--- config.mk ---
export PLATFORM = sky130hd
export DESIGN_NAME = vec_frontend
export DESIGN_NICKNAME = d
export VERILOG_FILES = /design/src/design/vec_frontend_pkg.sv /design/src/design/vec_config_commit.sv /design/src/design/vec_decoder.sv /design/src/design/vec_fifo.sv /design/src/design/vec_frontend.sv /design/src/design/vec_issue_reg.sv
export VERILOG_INCLUDE_DIRS = /design/src /design/src/design
export SDC_FILE = /design/constraint.sdc
export NUM_CORES = 1
export LEC_CHECK = 0
export BUFFER_PORTS_ARGS = -buffer_cell sky130_fd_sc_hd__buf_4
export CORE_MARGIN = 5
export CORE_UTILIZATION = 30
export DETAILED_ROUTE_END_ITERATION = 10
export GPL_TIMING_DRIVEN = 0
export MAX_ROUTING_LAYER = met4
export PLACE_DENSITY = 0.55
export SLEW_MARGIN = 30
export SYNTH_ARGS = -nofsm -noshare
export SYNTH_HDL_FRONTEND = slang
export SYNTH_SLANG_ARGS = --single-unit
--- constraint.sdc ---
create_clock -name clk_i -period 5.1 [get_ports clk_i]
set_clock_uncertainty 0.1 [all_clocks]
set_input_delay 0.255 -clock clk_i [delete_from_list [all_inputs] [get_ports clk_i]]
set_output_delay 0.255 -clock clk_i [all_outputs]
set_load 0.03 [all_outputs]
--- src/design/vec_frontend_params.svh ---
////////////////////////////////////////////////////////////
// Vector front end sizing
// Register length, element width and queue depth
////////////////////////////////////////////////////////////

`ifndef VEC_FRONTEND_PARAMS_SVH
`define VEC_FRONTEND_PARAMS_SVH

// Vector register length in bits
`define VEC_VLEN 256

// Scalar operand and widest element width
`define VEC_ELEN 32

// Entries in each output queue
`define VEC_FIFO_DEPTH 4

`endif

--- src/design/vec_frontend_pkg.sv ---
////////////////////////////////////////////////////////////
// Vector front end types
// Encodings, CSR addresses and the payloads between blocks
////////////////////////////////////////////////////////////

`default_nettype none

package vec_frontend_pkg;

`include "vec_frontend_params.svh"

  localparam int unsigned ELEN = `VEC_ELEN;
  typedef logic [ELEN-1:0] elen_t;

  // Major opcodes
  localparam logic [6:0] OpcodeVec     = 7'b1010111;
  localparam logic [6:0] OpcodeLoadFP  = 7'b0000111;
  localparam logic [6:0] OpcodeStoreFP = 7'b0100111;
  localparam logic [6:0] OpcodeSystem  = 7'b1110011;

  // Vector funct3 categories
  localparam logic [2:0] OPIVV = 3'b000;
  localparam logic [2:0] OPFVV = 3'b001;
  localparam logic [2:0] OPMVV = 3'b010;
  localparam logic [2:0] OPIVI = 3'b011;
  localparam logic [2:0] OPIVX = 3'b100;
  localparam logic [2:0] OPFVF = 3'b101;
  localparam logic [2:0] OPMVX = 3'b110;
  localparam logic [2:0] OPCFG = 3'b111;

  // Zicsr funct3
  localparam logic [2:0] F3Csrrw = 3'b001;
  localparam logic [2:0] F3Csrrs = 3'b010;

  localparam logic [11:0] CsrVstart = 12'h008;
  localparam logic [11:0] CsrVl     = 12'hc20;
  localparam logic [11:0] CsrVtype  = 12'hc21;
  localparam logic [11:0] CsrVlenb  = 12'hc22;

  typedef enum logic [1:0] {CON, VFU, LSU} ex_unit_e;

  typedef enum logic [4:0] {
    VADD, VSUB, VRSUB, VAND, VOR, VXOR, VSLL, VSRL, VSRA,
    VMIN, VMAX, VMUL, VMACC, VLE, VSE, VCFG, VCSR
  } vec_op_e;

  typedef enum logic [1:0] {CFG_VSETVLI, CFG_VSETIVLI, CFG_VSETVL} cfg_kind_e;

  // Low byte follows the vtype CSR layout
  typedef struct packed {
    logic       vill;
    logic       vma;
    logic       vta;
    logic [2:0] vsew;
    logic [2:0] vlmul;
  } vtype_t;

  typedef struct packed {
    logic [31:0] instr;
    elen_t       rs1;
    elen_t       rs2;
  } core_req_t;

  typedef struct packed {
    vec_op_e    op;
    ex_unit_e   ex_unit;
    logic [4:0] vd;
    logic [4:0] vs1;
    logic [4:0] vs2;
    logic       use_vs1;
    logic       vm;
    logic       vd_is_src;
    elen_t      scalar;
    cfg_kind_e  cfg_kind;
    vtype_t     vtype;
    logic [4:0] avl_field;
    logic [4:0] rd;
    logic [11:0] csr_addr;
    logic       csr_write;
    logic       illegal;
  } decoded_t;

  typedef struct packed {
    vec_op_e    op;
    ex_unit_e   ex_unit;
    logic [4:0] vd;
    logic [4:0] vs1;
    logic [4:0] vs2;
    logic       use_vs1;
    logic       vm;
    logic       vd_is_src;
    elen_t      scalar;
    elen_t      vl;
    logic [2:0] sew;
  } vec_req_t;

  typedef struct packed {
    logic [4:0] rd;
    elen_t      data;
    logic       write_rd;
    logic       illegal;
  } core_rsp_t;

endpackage

`default_nettype wire

--- src/design/vec_config_commit.sv ---
////////////////////////////////////////////////////////////
// Vector configuration and commit unit
// Holds vl, vtype and vstart and feeds both output queues
////////////////////////////////////////////////////////////

`timescale 1ns/1ps
`default_nettype none

`include "vec_frontend_params.svh"

module vec_config_commit (
  input  wire logic                   clk_i,
  input  wire logic                   rst_i,
  input  vec_frontend_pkg::decoded_t  dec_i,
  input  wire logic                   held_valid_i,
  output logic                        take_o,
  output vec_frontend_pkg::core_rsp_t rsp_o,
  output logic                        rsp_push_o,
  input  wire logic                   rsp_space_i,
  output vec_frontend_pkg::vec_req_t  disp_o,
  output logic                        disp_push_o,
  input  wire logic                   disp_space_i
);

  import vec_frontend_pkg::*;

  localparam elen_t vlen = elen_t'(`VEC_VLEN);

  elen_t  vl_q;
  elen_t  vstart_q;
  vtype_t vtype_q;

  logic   is_illegal;
  logic   needs_disp;
  logic   cfg_legal;
  elen_t  vlmax;
  elen_t  avl;
  elen_t  new_vl;
  elen_t  csr_rdata;

  // Arithmetic needs a valid vtype
  assign is_illegal = dec_i.illegal || (dec_i.ex_unit == VFU && vtype_q.vill);
  assign needs_disp = !is_illegal && dec_i.ex_unit != CON;
  assign take_o     = held_valid_i && rsp_space_i && (disp_space_i || !needs_disp);

  // SEW 8..32 and integer LMUL only
  assign cfg_legal = !dec_i.vtype.vill && dec_i.vtype.vsew <= 3'd2 && !dec_i.vtype.vlmul[2];
  assign vlmax     = (vlen >> (3 + dec_i.vtype.vsew)) << dec_i.vtype.vlmul[1:0];

  always_comb begin
    if (dec_i.cfg_kind == CFG_VSETIVLI) begin
      avl = elen_t'(dec_i.avl_field);
    end else if (dec_i.avl_field != 5'd0) begin
      avl = dec_i.scalar;
    end else if (dec_i.rd != 5'd0) begin
      avl = vlmax;
    end else begin
      avl = vl_q;
    end
  end

  assign new_vl = !cfg_legal ? '0 : (avl < vlmax) ? avl : vlmax;

  always_comb begin
    unique case (dec_i.csr_addr)
      CsrVstart: csr_rdata = vstart_q;
      CsrVl:     csr_rdata = vl_q;
      CsrVtype:  csr_rdata = {vtype_q.vill, {(ELEN-9){1'b0}}, vtype_q[7:0]};
      CsrVlenb:  csr_rdata = vlen >> 3;
      default:   csr_rdata = '0;
    endcase
  end

  assign rsp_push_o     = take_o;
  assign rsp_o.rd       = dec_i.rd;
  assign rsp_o.illegal  = is_illegal;
  assign rsp_o.write_rd = !is_illegal && dec_i.ex_unit == CON;
  assign rsp_o.data     = !rsp_o.write_rd ? '0 : (dec_i.op == VCFG) ? new_vl : csr_rdata;

  assign disp_push_o      = take_o && needs_disp;
  assign disp_o.op        = dec_i.op;
  assign disp_o.ex_unit   = dec_i.ex_unit;
  assign disp_o.vd        = dec_i.vd;
  assign disp_o.vs1       = dec_i.vs1;
  assign disp_o.vs2       = dec_i.vs2;
  assign disp_o.use_vs1   = dec_i.use_vs1;
  assign disp_o.vm        = dec_i.vm;
  assign disp_o.vd_is_src = dec_i.vd_is_src;
  assign disp_o.scalar    = dec_i.scalar;
  assign disp_o.vl        = vl_q;
  assign disp_o.sew       = vtype_q.vsew;

  always_ff @(posedge clk_i) begin
    if (rst_i) begin
      vl_q     <= '0;
      vstart_q <= '0;
      vtype_q  <= '{vill: 1'b1, default: '0};
    end else if (take_o && !is_illegal) begin
      if (dec_i.op == VCFG) begin
        vl_q     <= new_vl;
        vtype_q  <= cfg_legal ? dec_i.vtype : '{vill: 1'b1, default: '0};
        vstart_q <= '0;
      end else if (dec_i.op == VCSR) begin
        if (dec_i.csr_write) begin
          vstart_q <= dec_i.scalar;
        end
      end else begin
        vstart_q <= '0;
      end
    end
  end

endmodule

`default_nettype wire

--- src/design/vec_decoder.sv ---
////////////////////////////////////////////////////////////
// Vector instruction decoder
// Classifies config, CSR, unit-stride memory and integer ops
////////////////////////////////////////////////////////////

`timescale 1ns/1ps
`default_nettype none

module vec_decoder (
  input  vec_frontend_pkg::core_req_t req_i,
  output vec_frontend_pkg::decoded_t  dec_o
);

  import vec_frontend_pkg::*;

  logic [6:0] opcode;
  logic [4:0] rd_f;
  logic [4:0] rs1_f;
  logic [4:0] rs2_f;
  logic [2:0] funct3;
  logic [5:0] funct6;
  logic       is_opi;
  logic       is_opm;
  elen_t      vtype_raw;

  assign opcode = req_i.instr[6:0];
  assign rd_f   = req_i.instr[11:7];
  assign funct3 = req_i.instr[14:12];
  assign rs1_f  = req_i.instr[19:15];
  assign rs2_f  = req_i.instr[24:20];
  assign funct6 = req_i.instr[31:26];
  assign is_opi = funct3 inside {OPIVV, OPIVI, OPIVX};
  assign is_opm = funct3 inside {OPMVV, OPMVX};

  always_comb begin
    dec_o           = '0;
    vtype_raw       = '0;
    dec_o.ex_unit   = CON;
    dec_o.rd        = rd_f;
    dec_o.vd        = rd_f;
    dec_o.vs2       = rs2_f;
    dec_o.vm        = req_i.instr[25];
    dec_o.avl_field = rs1_f;
    dec_o.scalar    = req_i.rs1;

    unique case (opcode)
      OpcodeLoadFP,
      OpcodeStoreFP: begin
        dec_o.op      = (opcode == OpcodeLoadFP) ? VLE : VSE;
        dec_o.ex_unit = LSU;
        // nf, mew, mop and lumop all zero for plain unit stride
        if (funct6 != 6'b000000 || rs2_f != 5'd0) begin
          dec_o.illegal = 1'b1;
        end
        if (!(funct3 inside {3'b000, 3'b101, 3'b110})) begin
          dec_o.illegal = 1'b1;
        end
      end

      OpcodeVec: begin
        if (funct3 == OPCFG) begin
          dec_o.op = VCFG;
          if (!req_i.instr[31]) begin
            dec_o.cfg_kind = CFG_VSETVLI;
            vtype_raw      = elen_t'(req_i.instr[30:20]);
          end else if (req_i.instr[30]) begin
            dec_o.cfg_kind = CFG_VSETIVLI;
            vtype_raw      = elen_t'(req_i.instr[29:20]);
          end else if (req_i.instr[29:25] == 5'b00000) begin
            dec_o.cfg_kind = CFG_VSETVL;
            vtype_raw      = req_i.rs2;
          end else begin
            dec_o.illegal = 1'b1;
          end
          // Any reserved bit set means vill
          dec_o.vtype = {|vtype_raw[ELEN-1:8], vtype_raw[7:0]};
        end else begin
          dec_o.ex_unit = VFU;
          unique case (funct3)
            OPIVV, OPMVV: begin
              dec_o.use_vs1 = 1'b1;
              dec_o.vs1     = rs1_f;
            end
            OPIVI:        dec_o.scalar = elen_t'($signed(rs1_f));
            OPIVX, OPMVX: dec_o.scalar = req_i.rs1;
            default:      dec_o.illegal = 1'b1;
          endcase

          if (is_opi) begin
            unique case (funct6)
              6'b000000: dec_o.op = VADD;
              6'b000010: dec_o.op = VSUB;
              6'b000011: dec_o.op = VRSUB;
              6'b000101: dec_o.op = VMIN;
              6'b000111: dec_o.op = VMAX;
              6'b001001: dec_o.op = VAND;
              6'b001010: dec_o.op = VOR;
              6'b001011: dec_o.op = VXOR;
              6'b100101: dec_o.op = VSLL;
              6'b101000: dec_o.op = VSRL;
              6'b101001: dec_o.op = VSRA;
              default:   dec_o.illegal = 1'b1;
            endcase
          end else if (is_opm) begin
            unique case (funct6)
              6'b100101: dec_o.op = VMUL;
              6'b101101: begin
                dec_o.op        = VMACC;
                dec_o.vd_is_src = 1'b1;
              end
              default:   dec_o.illegal = 1'b1;
            endcase
          end

          // Forms missing from the spec
          if ((dec_o.op inside {VSUB, VMIN, VMAX} && funct3 == OPIVI) ||
              (dec_o.op == VRSUB && funct3 == OPIVV)) begin
            dec_o.illegal = 1'b1;
          end
        end
      end

      OpcodeSystem: begin
        dec_o.op        = VCSR;
        dec_o.csr_addr  = req_i.instr[31:20];
        dec_o.csr_write = (funct3 == F3Csrrw);
        if (!(dec_o.csr_addr inside {CsrVstart, CsrVl, CsrVtype, CsrVlenb})) begin
          dec_o.illegal = 1'b1;
        end
        // Only vstart takes a write, and csrrs must not set bits
        if (funct3 == F3Csrrw) begin
          dec_o.illegal |= (dec_o.csr_addr != CsrVstart);
        end else if (funct3 == F3Csrrs) begin
          dec_o.illegal |= (rs1_f != 5'd0);
        end else begin
          dec_o.illegal = 1'b1;
        end
      end

      default: dec_o.illegal = 1'b1;
    endcase
  end

endmodule

`default_nettype wire

--- src/design/vec_fifo.sv ---
////////////////////////////////////////////////////////////
// Synchronous FIFO for any packed payload
////////////////////////////////////////////////////////////

`timescale 1ns/1ps
`default_nettype none

`include "vec_frontend_params.svh"

module vec_fifo #(
  parameter type payload_t = logic [31:0]
) (
  input  wire logic clk_i,
  input  wire logic rst_i,
  input  wire logic push_i,
  input  payload_t  data_i,
  output logic      space_o,
  output payload_t  data_o,
  output logic      valid_o,
  input  wire logic ready_i
);

  localparam int unsigned depth = `VEC_FIFO_DEPTH;
  localparam int unsigned ptr_w = (depth > 1) ? $clog2(depth) : 1;
  localparam int unsigned cnt_w = $clog2(depth + 1);

  payload_t           mem_q [depth];
  logic [ptr_w-1:0]   wr_ptr_q;
  logic [ptr_w-1:0]   rd_ptr_q;
  logic [cnt_w-1:0]   count_q;
  logic               do_push;
  logic               do_pop;

  assign valid_o = (count_q != '0);
  assign do_pop  = valid_o && ready_i;
  // Pop frees a slot for this cycle's push
  assign space_o = (count_q != cnt_w'(depth)) || do_pop;
  assign do_push = push_i && space_o;
  assign data_o  = mem_q[rd_ptr_q];

  always_ff @(posedge clk_i) begin
    if (rst_i) begin
      wr_ptr_q <= '0;
      rd_ptr_q <= '0;
      count_q  <= '0;
    end else begin
      if (do_push) begin
        wr_ptr_q <= (wr_ptr_q == ptr_w'(depth - 1)) ? '0 : wr_ptr_q + 1'b1;
      end
      if (do_pop) begin
        rd_ptr_q <= (rd_ptr_q == ptr_w'(depth - 1)) ? '0 : rd_ptr_q + 1'b1;
      end
      count_q <= count_q + cnt_w'(do_push) - cnt_w'(do_pop);
    end
  end

  always_ff @(posedge clk_i) begin
    if (do_push) begin
      mem_q[wr_ptr_q] <= data_i;
    end
  end

endmodule

`default_nettype wire

--- src/design/vec_frontend.sv ---
////////////////////////////////////////////////////////////
// Vector unit front end
// Issue, decode and commit with dispatch and response queues
////////////////////////////////////////////////////////////

`timescale 1ns/1ps
`default_nettype none

module vec_frontend (
  input  wire logic                   clk_i,
  input  wire logic                   rst_i,
  // Core request
  input  vec_frontend_pkg::core_req_t core_req_i,
  input  wire logic                   core_req_valid_i,
  output logic                        core_req_ready_o,
  // Core response, in order
  output vec_frontend_pkg::core_rsp_t core_rsp_o,
  output logic                        core_rsp_valid_o,
  input  wire logic                   core_rsp_ready_i,
  // Toward the execution units
  output vec_frontend_pkg::vec_req_t  vec_req_o,
  output logic                        vec_req_valid_o,
  input  wire logic                   vec_req_ready_i
);

  import vec_frontend_pkg::*;

  core_req_t held;
  logic      held_valid;
  logic      take;
  decoded_t  dec;
  core_rsp_t rsp;
  logic      rsp_push;
  logic      rsp_space;
  vec_req_t  disp;
  logic      disp_push;
  logic      disp_space;

  vec_issue_reg issue_reg (
    .clk_i        (clk_i),
    .rst_i        (rst_i),
    .req_i        (core_req_i),
    .req_valid_i  (core_req_valid_i),
    .req_ready_o  (core_req_ready_o),
    .held_o       (held),
    .held_valid_o (held_valid),
    .take_i       (take)
  );

  vec_decoder decoder (
    .req_i (held),
    .dec_o (dec)
  );

  vec_config_commit config_commit (
    .clk_i        (clk_i),
    .rst_i        (rst_i),
    .dec_i        (dec),
    .held_valid_i (held_valid),
    .take_o       (take),
    .rsp_o        (rsp),
    .rsp_push_o   (rsp_push),
    .rsp_space_i  (rsp_space),
    .disp_o       (disp),
    .disp_push_o  (disp_push),
    .disp_space_i (disp_space)
  );

  vec_fifo #(.payload_t(core_rsp_t)) rsp_fifo (
    .clk_i   (clk_i),
    .rst_i   (rst_i),
    .push_i  (rsp_push),
    .data_i  (rsp),
    .space_o (rsp_space),
    .data_o  (core_rsp_o),
    .valid_o (core_rsp_valid_o),
    .ready_i (core_rsp_ready_i)
  );

  vec_fifo #(.payload_t(vec_req_t)) disp_fifo (
    .clk_i   (clk_i),
    .rst_i   (rst_i),
    .push_i  (disp_push),
    .data_i  (disp),
    .space_o (disp_space),
    .data_o  (vec_req_o),
    .valid_o (vec_req_valid_o),
    .ready_i (vec_req_ready_i)
  );

endmodule

`default_nettype wire

--- src/design/vec_issue_reg.sv ---
////////////////////////////////////////////////////////////
// Vector issue register
// Holds one core request until the commit unit takes it
////////////////////////////////////////////////////////////

`timescale 1ns/1ps
`default_nettype none

module vec_issue_reg (
  input  wire logic                        clk_i,
  input  wire logic                        rst_i,
  // Core side
  input  vec_frontend_pkg::core_req_t      req_i,
  input  wire logic                        req_valid_i,
  output logic                             req_ready_o,
  // Commit side
  output vec_frontend_pkg::core_req_t      held_o,
  output logic                             held_valid_o,
  input  wire logic                        take_i
);

  vec_frontend_pkg::core_req_t held_q;
  logic                        valid_q;

  // Empty, or drained this cycle
  assign req_ready_o = !valid_q || take_i;

  always_ff @(posedge clk_i) begin
    if (rst_i) begin
      valid_q <= 1'b0;
    end else if (req_ready_o) begin
      valid_q <= req_valid_i;
    end
  end

  always_ff @(posedge clk_i) begin
    if (req_valid_i && req_ready_o) begin
      held_q <= req_i;
    end
  end

  assign held_o       = held_q;
  assign held_valid_o = valid_q;

endmodule

`default_nettype wire

Yosys cells after proc, flatten, opt, wreduce, memory -nomap -nowiden. Memories as Yosys holds them, arrays and structs flattened. A register that Yosys moved wholly into a read port is not among the register bits. Index checks and enable logic that the tools add are counted.

Output and inout port bits: 134. Flip-flop bits (word level): 184. Bits in latches: 0. Bits in writable memories: 524. Word-level logic and storage cells: 206. Bits in read-only memories: 0. Input bits: 101. Memories kept: 2.

Muxes and demuxes: 74. Equal/unequal tests: 46. Add/subtract/negate cells: 9. Magnitude comparators: 2. Shift-type cells: 2. $mul: 0. Divide/modulo/power cells: 0. Reductions and logical operators: 52. Bitwise gates (word level): 2.

Memories: disp_fifo.mem_q (words 4, bits a word 92, read ports 1, clocked after Yosys merged registers in 1, write ports 1, RTL line vec_fifo.sv:27) `payload_t mem_q [depth];`; rsp_fifo.mem_q (words 4, bits a word 39, read ports 1, clocked after Yosys merged registers in 1, write ports 1, RTL line vec_fifo.sv:27).

Operator list (number): $mux W32 (16); $pmux W32 S4 (1); $eq A12 B12 Y1 const B (6); $mux W44 (1); $mux W5 (8); $pmux W4 S10 (1); $mux W33 (1); $lt A32 B32 Y1 (1); $shl A32 B2 Y32 (1); $shr A9 B32 Y32 const A (1); $mux W1 (27); $eq A12 B4 Y1 const B (2); $eq A6 B6 Y1 const B (4); $mux W2 (12); $reduce_or A24 Y1 (1); $eq A6 B4 Y1 const B (3); $logic_and A1 B1 Y1 (16); $eq A5 B4 Y1 const B (3); $pmux W5 S3 (1); $reduce_bool A3 Y1 (5); $reduce_bool A5 Y1 (3); $eq A7 B7 Y1 const B (2); $mux W13 (1); $eq A3 B3 Y1 const B (4); 38 further kinds (66).

Longest topological paths before layout.
Word-level depth: 23. Gate-level depth with buffers: 19. Depth with buffers taken out: 15.

Cells and area by module. Synthesis repeated with hierarchy kept, for this count alone.

Cell total of the unflattened synthesis: 1724. Area, all modules: 28642.5 um^2.

By module, submodules not included: vec_fifo (disp_fifo) (instances 1, cells an instance 529, area each 13694.4 um^2, sequential area each 11230.8 um^2); vec_fifo (rsp_fifo) (instances 1, cells an instance 252, area each 6088.3 um^2, sequential area each 4864.7 um^2); vec_config_commit (instances 1, cells an instance 599, area each 4506.8 um^2, sequential area each 1461.4 um^2); vec_issue_reg (instances 1, cells an instance 101, area each 2937.8 um^2, sequential area each 2902.8 um^2); vec_decoder (instances 1, cells an instance 243, area each 1415.1 um^2, sequential area each 0.0 um^2).

Worst setup path before layout. OpenSTA, ideal clock, no wires.

Kind: reg-to-reg. From: register issue_reg.held_q, in the netlist issue_reg.held_o[91]. To: register issue_reg.held_q, in the netlist issue_reg.held_o[0], enable pin. Buffers on the path: 1. Setup slack: -0.216 ns. Cell stages (with the launch flop): 9. Setup time: 0.465 ns. Data required time: 4.535 ns. Arrival time: 4.751 ns. Path through: edfxtp_1 > buf_6 > or4_1 > a211oi_1 > a41o_1 > o211ai_4 > a31oi_2 > nand2b_1 > and2_1.

Word-level cells in the longest chain between the ends: 21. Elaborated cells on any way between the ends: 63. Classes of those cells: eq/ne: 20; mux: 22; bitwise: 2; reduce/logical: 19.

Ends and longest elaborated chain: start: declaration (RTL line vec_issue_reg.sv:22) `vec_frontend_pkg::core_req_t held_q;`; start signal: assignment (RTL line vec_issue_reg.sv:38) `held_q <= req_i;`; $eq A6 B6 Y1, on equally long branches (RTL line vec_decoder.sv:105, vec_decoder.sv:90); $pmux W4 S2 (RTL line vec_decoder.sv:105) `unique case (funct6)`; $mux W5 (RTL line vec_decoder.sv:104) `end else if (is_opm) begin`; $mux W5 (RTL line vec_decoder.sv:89) `if (is_opi) begin`; $mux W5 (RTL line vec_decoder.sv:61) `if (funct3 == OPCFG) begin`; $mux W5 (RTL line vec_decoder.sv:46) `unique case (opcode)`; $eq A5 B1 Y1 / $eq A5 B4 Y1 (equally long branches) (RTL line vec_decoder.sv:116) `if ((dec_o.op inside {VSUB, VMIN, VMAX} && funct3 == OPIVI) ||`; $reduce_bool A3 Y1 (RTL line vec_decoder.sv:116); [6 not listed]; $logic_not A1 Y1 * (RTL line vec_config_commit.sv:43) `assign needs_disp = !is_illegal && dec_i.ex_unit != CON;`; $logic_and A1 B1 Y1 * (RTL line vec_config_commit.sv:43); $logic_not A1 Y1 * (RTL line vec_config_commit.sv:44) `assign take_o = held_valid_i && rsp_space_i && (disp_space_i || !needs_disp);`; $logic_or A1 B1 Y1 * (RTL line vec_config_commit.sv:44); $logic_and A1 B1 Y1 * (RTL line vec_config_commit.sv:44); $logic_or A1 B1 Y1 * (RTL line vec_issue_reg.sv:26) `assign req_ready_o = !valid_q || take_i;`; net core_req_ready_o (RTL line vec_frontend.sv:15) `output logic core_req_ready_o,`; $logic_and A1 B1 Y1 * (RTL line vec_issue_reg.sv:37) `if (req_valid_i && req_ready_o) begin`.

Mark *: on every way through the listed nets, which the timed path passes. The rest lies on a longest branch. The select of a mux whose other input is x is not followed. A chain may end at the register's enable or synchronous reset.

==> run_results.csv <==
group,metric,value,unit
pwr,p_sw_share,28.0,%
sta,post-route-period-util,94.2,%
detailed_routing,first_iter_violations,1428,
worst_setup_path,slowest_delay,0.61,ns
clock_tree,cts-buffers-inserted,76,
pwr,p_int,10.9,mW
synth,synthArstFlopShare,0,%
floorplan,dieArea,100000,um2
pwr,leakagePower,11.9,nW
pwr,power_frac_seq,43.3,%
sta,period_needed,4.80,ns
sta,rsz0062_at_grt,"no",
synth,synth-main-ff-cell,"edfxtp_1",
synth,synth_cell_type_count,83,
clock_tree,cts.htree.levels,3,
placement,portBuffers,234,
synth,yosys_warnings,0,
status,status,"finished clean",
worst_setup_path,critPathMaxFanout,10,
sta,relSlewSlack,36.4,%
worst_setup_path,worstSetupPathType,"register to register",
finish,regArea,20500,um2
worst_setup_path,slowest_stage,"or4_1",
worst_setup_path,crit_family,"compound AO/OA/AOI/OAI gates",
pwr,power_frac_comb,20.6,%
grt,grt_pass1_wl,114000,um
grt,grt_use_total,16.0,%
synth,postSynthAreaPerCell,17.4,um2
finish,drive_gt1_share,28.2,%
min_path,hp-class,"input port to register",
sta,setup_viol,0,
floorplan,die_x,317,um
grt,grt_antenna_before_repair,4,
worst_setup_path,cp.arrival,5.11,ns
worst_setup_path,critPathLaunchType,"register",
sta,timing.setup.tns,0,ns
finish,nets,2174,
detailed_routing,drc,0,
finish,postLayoutCoreUtil,38.1,%
pwr,p_per_area,425,nW/um2
worst_setup_path,endpoint_kind,"register",
worst_setup_path,required,5.41,ns
grt,grt_overflow,0,
finish,multi_input_area,7510,um2
floorplan,start_util,30.2,%
sta,hold_viol,0,
pwr,vdd_ir_drop_max,0.255,mV
synth,synthesis.nets,1749,
synth,synth-edff-count,620,
detailed_routing,ant_nets,0,
detailed_routing,num_vias,16600,
sta,fmaxAchievable,0.208,GHz
synth,synth_top_cell_by_area,"edfxtp_1",
clock_tree,root_buffer,"clkbuf_16",
detailed_routing,wl_per_cell,23.7,um
worst_setup_path,cp_cell_sequence,"or4_1 > nor2_1 > buf_2 > nand3_1 > o21ai_0 > inv_1 > ha_1 > o21ai_0 > a21oi_1 > o21ai_0 > a21oi_2 > nor2_4 > a22o_1 > a211oi_4",
placement,dpl.hpwl,56300,um
synth,yosysTopAreaCellShare,65.9,%
finish,num-fill-cells,8632,
detailed_routing,vias_per_cell,4.92,
synth,yosysSeqAreaShare,72.4,%
clock_tree,clock_latency,0.62,ns
synth,syn_inst,1624,
detailed_routing,wirelength,79700,um
floorplan,core-area,93500,um2
detailed_routing,firstDrtPassIters,6,
grt,grt_max_degree,46,
clock_tree,cts_sinks,712,
clock_tree,clk_pin_slew,0.06,ns
grt,first_global_vias,16900,
synth,synthTopCellsByArea,"edfxtp_1 (66%), mux4_2 (10%), dfxtp_1 (6.5%)",
pwr,p_switching,4.24,mW
floorplan,die_h,317,um
clock_tree,clock_path_buffers,3,
worst_setup_path,critPathBufInv,2,
synth,synth-seq-cells,712,
job,maxCapViolCount,0,
pwr,clkPwrFrac,36.0,%
synth,synth_area,28300,um2
floorplan,fp-row-count,112,
floorplan,io_pins,235,
sta,worstMarginPinSlew,0.955,ns
clock_tree,cts_tree,"yes",
synth,yosysMostFrequentCell,"edfxtp_1",
placement,place_congestion,0.867,
synth,ys_top_cells_by_count,"edfxtp_1 (620), mux4_2 (131), dfxtp_1 (92)",
finish,syn_to_final_growth,26.0,%
worst_setup_path,crit_top_cell,"o21ai_0",
sta,final_max_slew_viol_count,0,
## per-layer routing
layer / vias to the layer above / share of wire (%) / global-route usage, %
li1: 7407 / - / -
met1: 8515 / 42 / 20.7
met2: 537 / 49 / 26.4
met3: 104 / 6.3 / 3.01
met4: 0 / 2.3 / 3.91
met5: - / 0 / -
## repair_timing
| item | 4_1_cts | 5_1_grt |
|---|---|---|
| gates cloned | 0 | 0 |
| setup buffers | 2 | 4 |
| hold buffers | 100 | 0 |
| endpoints found under the setup margin | 45 | 42 |
| pin swaps | 2 | 1 |
| hold endpoints to repair | 117 | 0 |
| resized for setup | 23 | 23 |
## final cells by class
class	count	area share, %
repair buffers	350	8.56
clock inverters	43	1.25
plain buffers	86	1.15
well taps	1254	4.41
diodes	3	0.0211
inverters	27	0.285
multi-input cells	796	21.1
flip-flops and latches	712	57.5
clock buffers	97	5.77
## logic make-up after synthesis
| group | after synthesis | synth area share, % |
|---|---|---|
| AO/OA/AOI/OAI | 251 | 6.02 |
| AND/OR/NAND/NOR | 374 | 7.74 |
| XOR/XNOR | 8 | 0.248 |
| adder cells (fa/ha/maj) | 24 | 1.12 |
| multiplexers | 139 | 10.7 |
| buffers and inverters | 116 | 1.74 |
| flip-flops | 712 | 72.4 |
## layout by cell type, fill, tap and decap left out, types with 7 or more instances in the layout
cell type and instances:
inv_1 27, nand4_1 11, clkbuf_1 59, dlygate4sd3_1 100, nand3_1 17, a21o_1 28, and2_4 9, nand2_1 83
or3b_1 23, clkinv_2 10, o22ai_1 10, or3b_2 8, clkbuf_2 20, a222oi_1 8, buf_2 9, clkinv_1 13
a22oi_1 25, or4_1 11, nor4_1 15, ha_1 22, edfxtp_1 620, nand3b_1 7, nor2_1 58, nor3_1 15
buf_4 240, dfxtp_1 92, or3_1 10, a21oi_1 74, mux4_2 131, nand2b_1 17, buf_1 7, and2_1 30
clkbuf_16 78, o21ai_0 22
## metrics by stage
stage / instance area (um2) / power, mW / hold slack (ns) / setup WS (ns) / cells
after global routing: 35600 / 15.7 / 0.222 / 0.00156 / 3368
after CTS: 35500 / 15.4 / 0.201 / 0.0279 / 3363
after global placement: 31600 / 9.79 / 0.334 / -2.62 / 3112
after floorplan: 28300 / 8.59 / 0.254 / 0.0447 / 1624
after detailed placement: 31900 / 9.82 / 0.334 / -1.32 / 3122
final: 35600 / 15.1 / 0.252 / 0.296 / 3368
## final timing paths
check,startpoint,end,slack (ns),cells after the start
max,issue_reg.held_o[82],rsp_fifo.mem_q[0][7],0.30,14
min,core_req_i[13],issue_reg.held_o[13],0.25,2
max reg2reg,issue_reg.held_o[82],rsp_fifo.mem_q[0][7],0.30,14
min reg2reg,config_commit.vtype_q[1],config_commit.vtype_q[1],0.36,2
## sequential cells by signal (all words and copies together) (netlist names), named ones only
name,count
config_commit.disp_o,3
config_commit.vl_q,32
config_commit.vstart_q,32
config_commit.vtype_q,6
disp_fifo.count_q,3
disp_fifo.mem_q,368
disp_fifo.rd_ptr_q,2
disp_fifo.wr_ptr_q,2
issue_reg.held_o,96
issue_reg.held_valid_o,1
rsp_fifo.count_q,3
rsp_fifo.mem_q,156
rsp_fifo.rd_ptr_q,2
rsp_fifo.wr_ptr_q,2
## power by group through the flow
| stage | clock [mW] | sequential [mW] | combinational (mW) |
|---|---|---|---|
| after floorplan | 0 | 6.64 | 1.96 |
| after global placement | 0 | 6.68 | 3.11 |
| after detailed placement | 0 | 6.68 | 3.14 |
| after CTS | 5.59 | 6.56 | 3.22 |
| after global routing | 5.83 | 6.57 | 3.34 |
| final | 5.45 | 6.56 | 3.12 |
No activity file was read; power rests on OpenSTA's default activity.
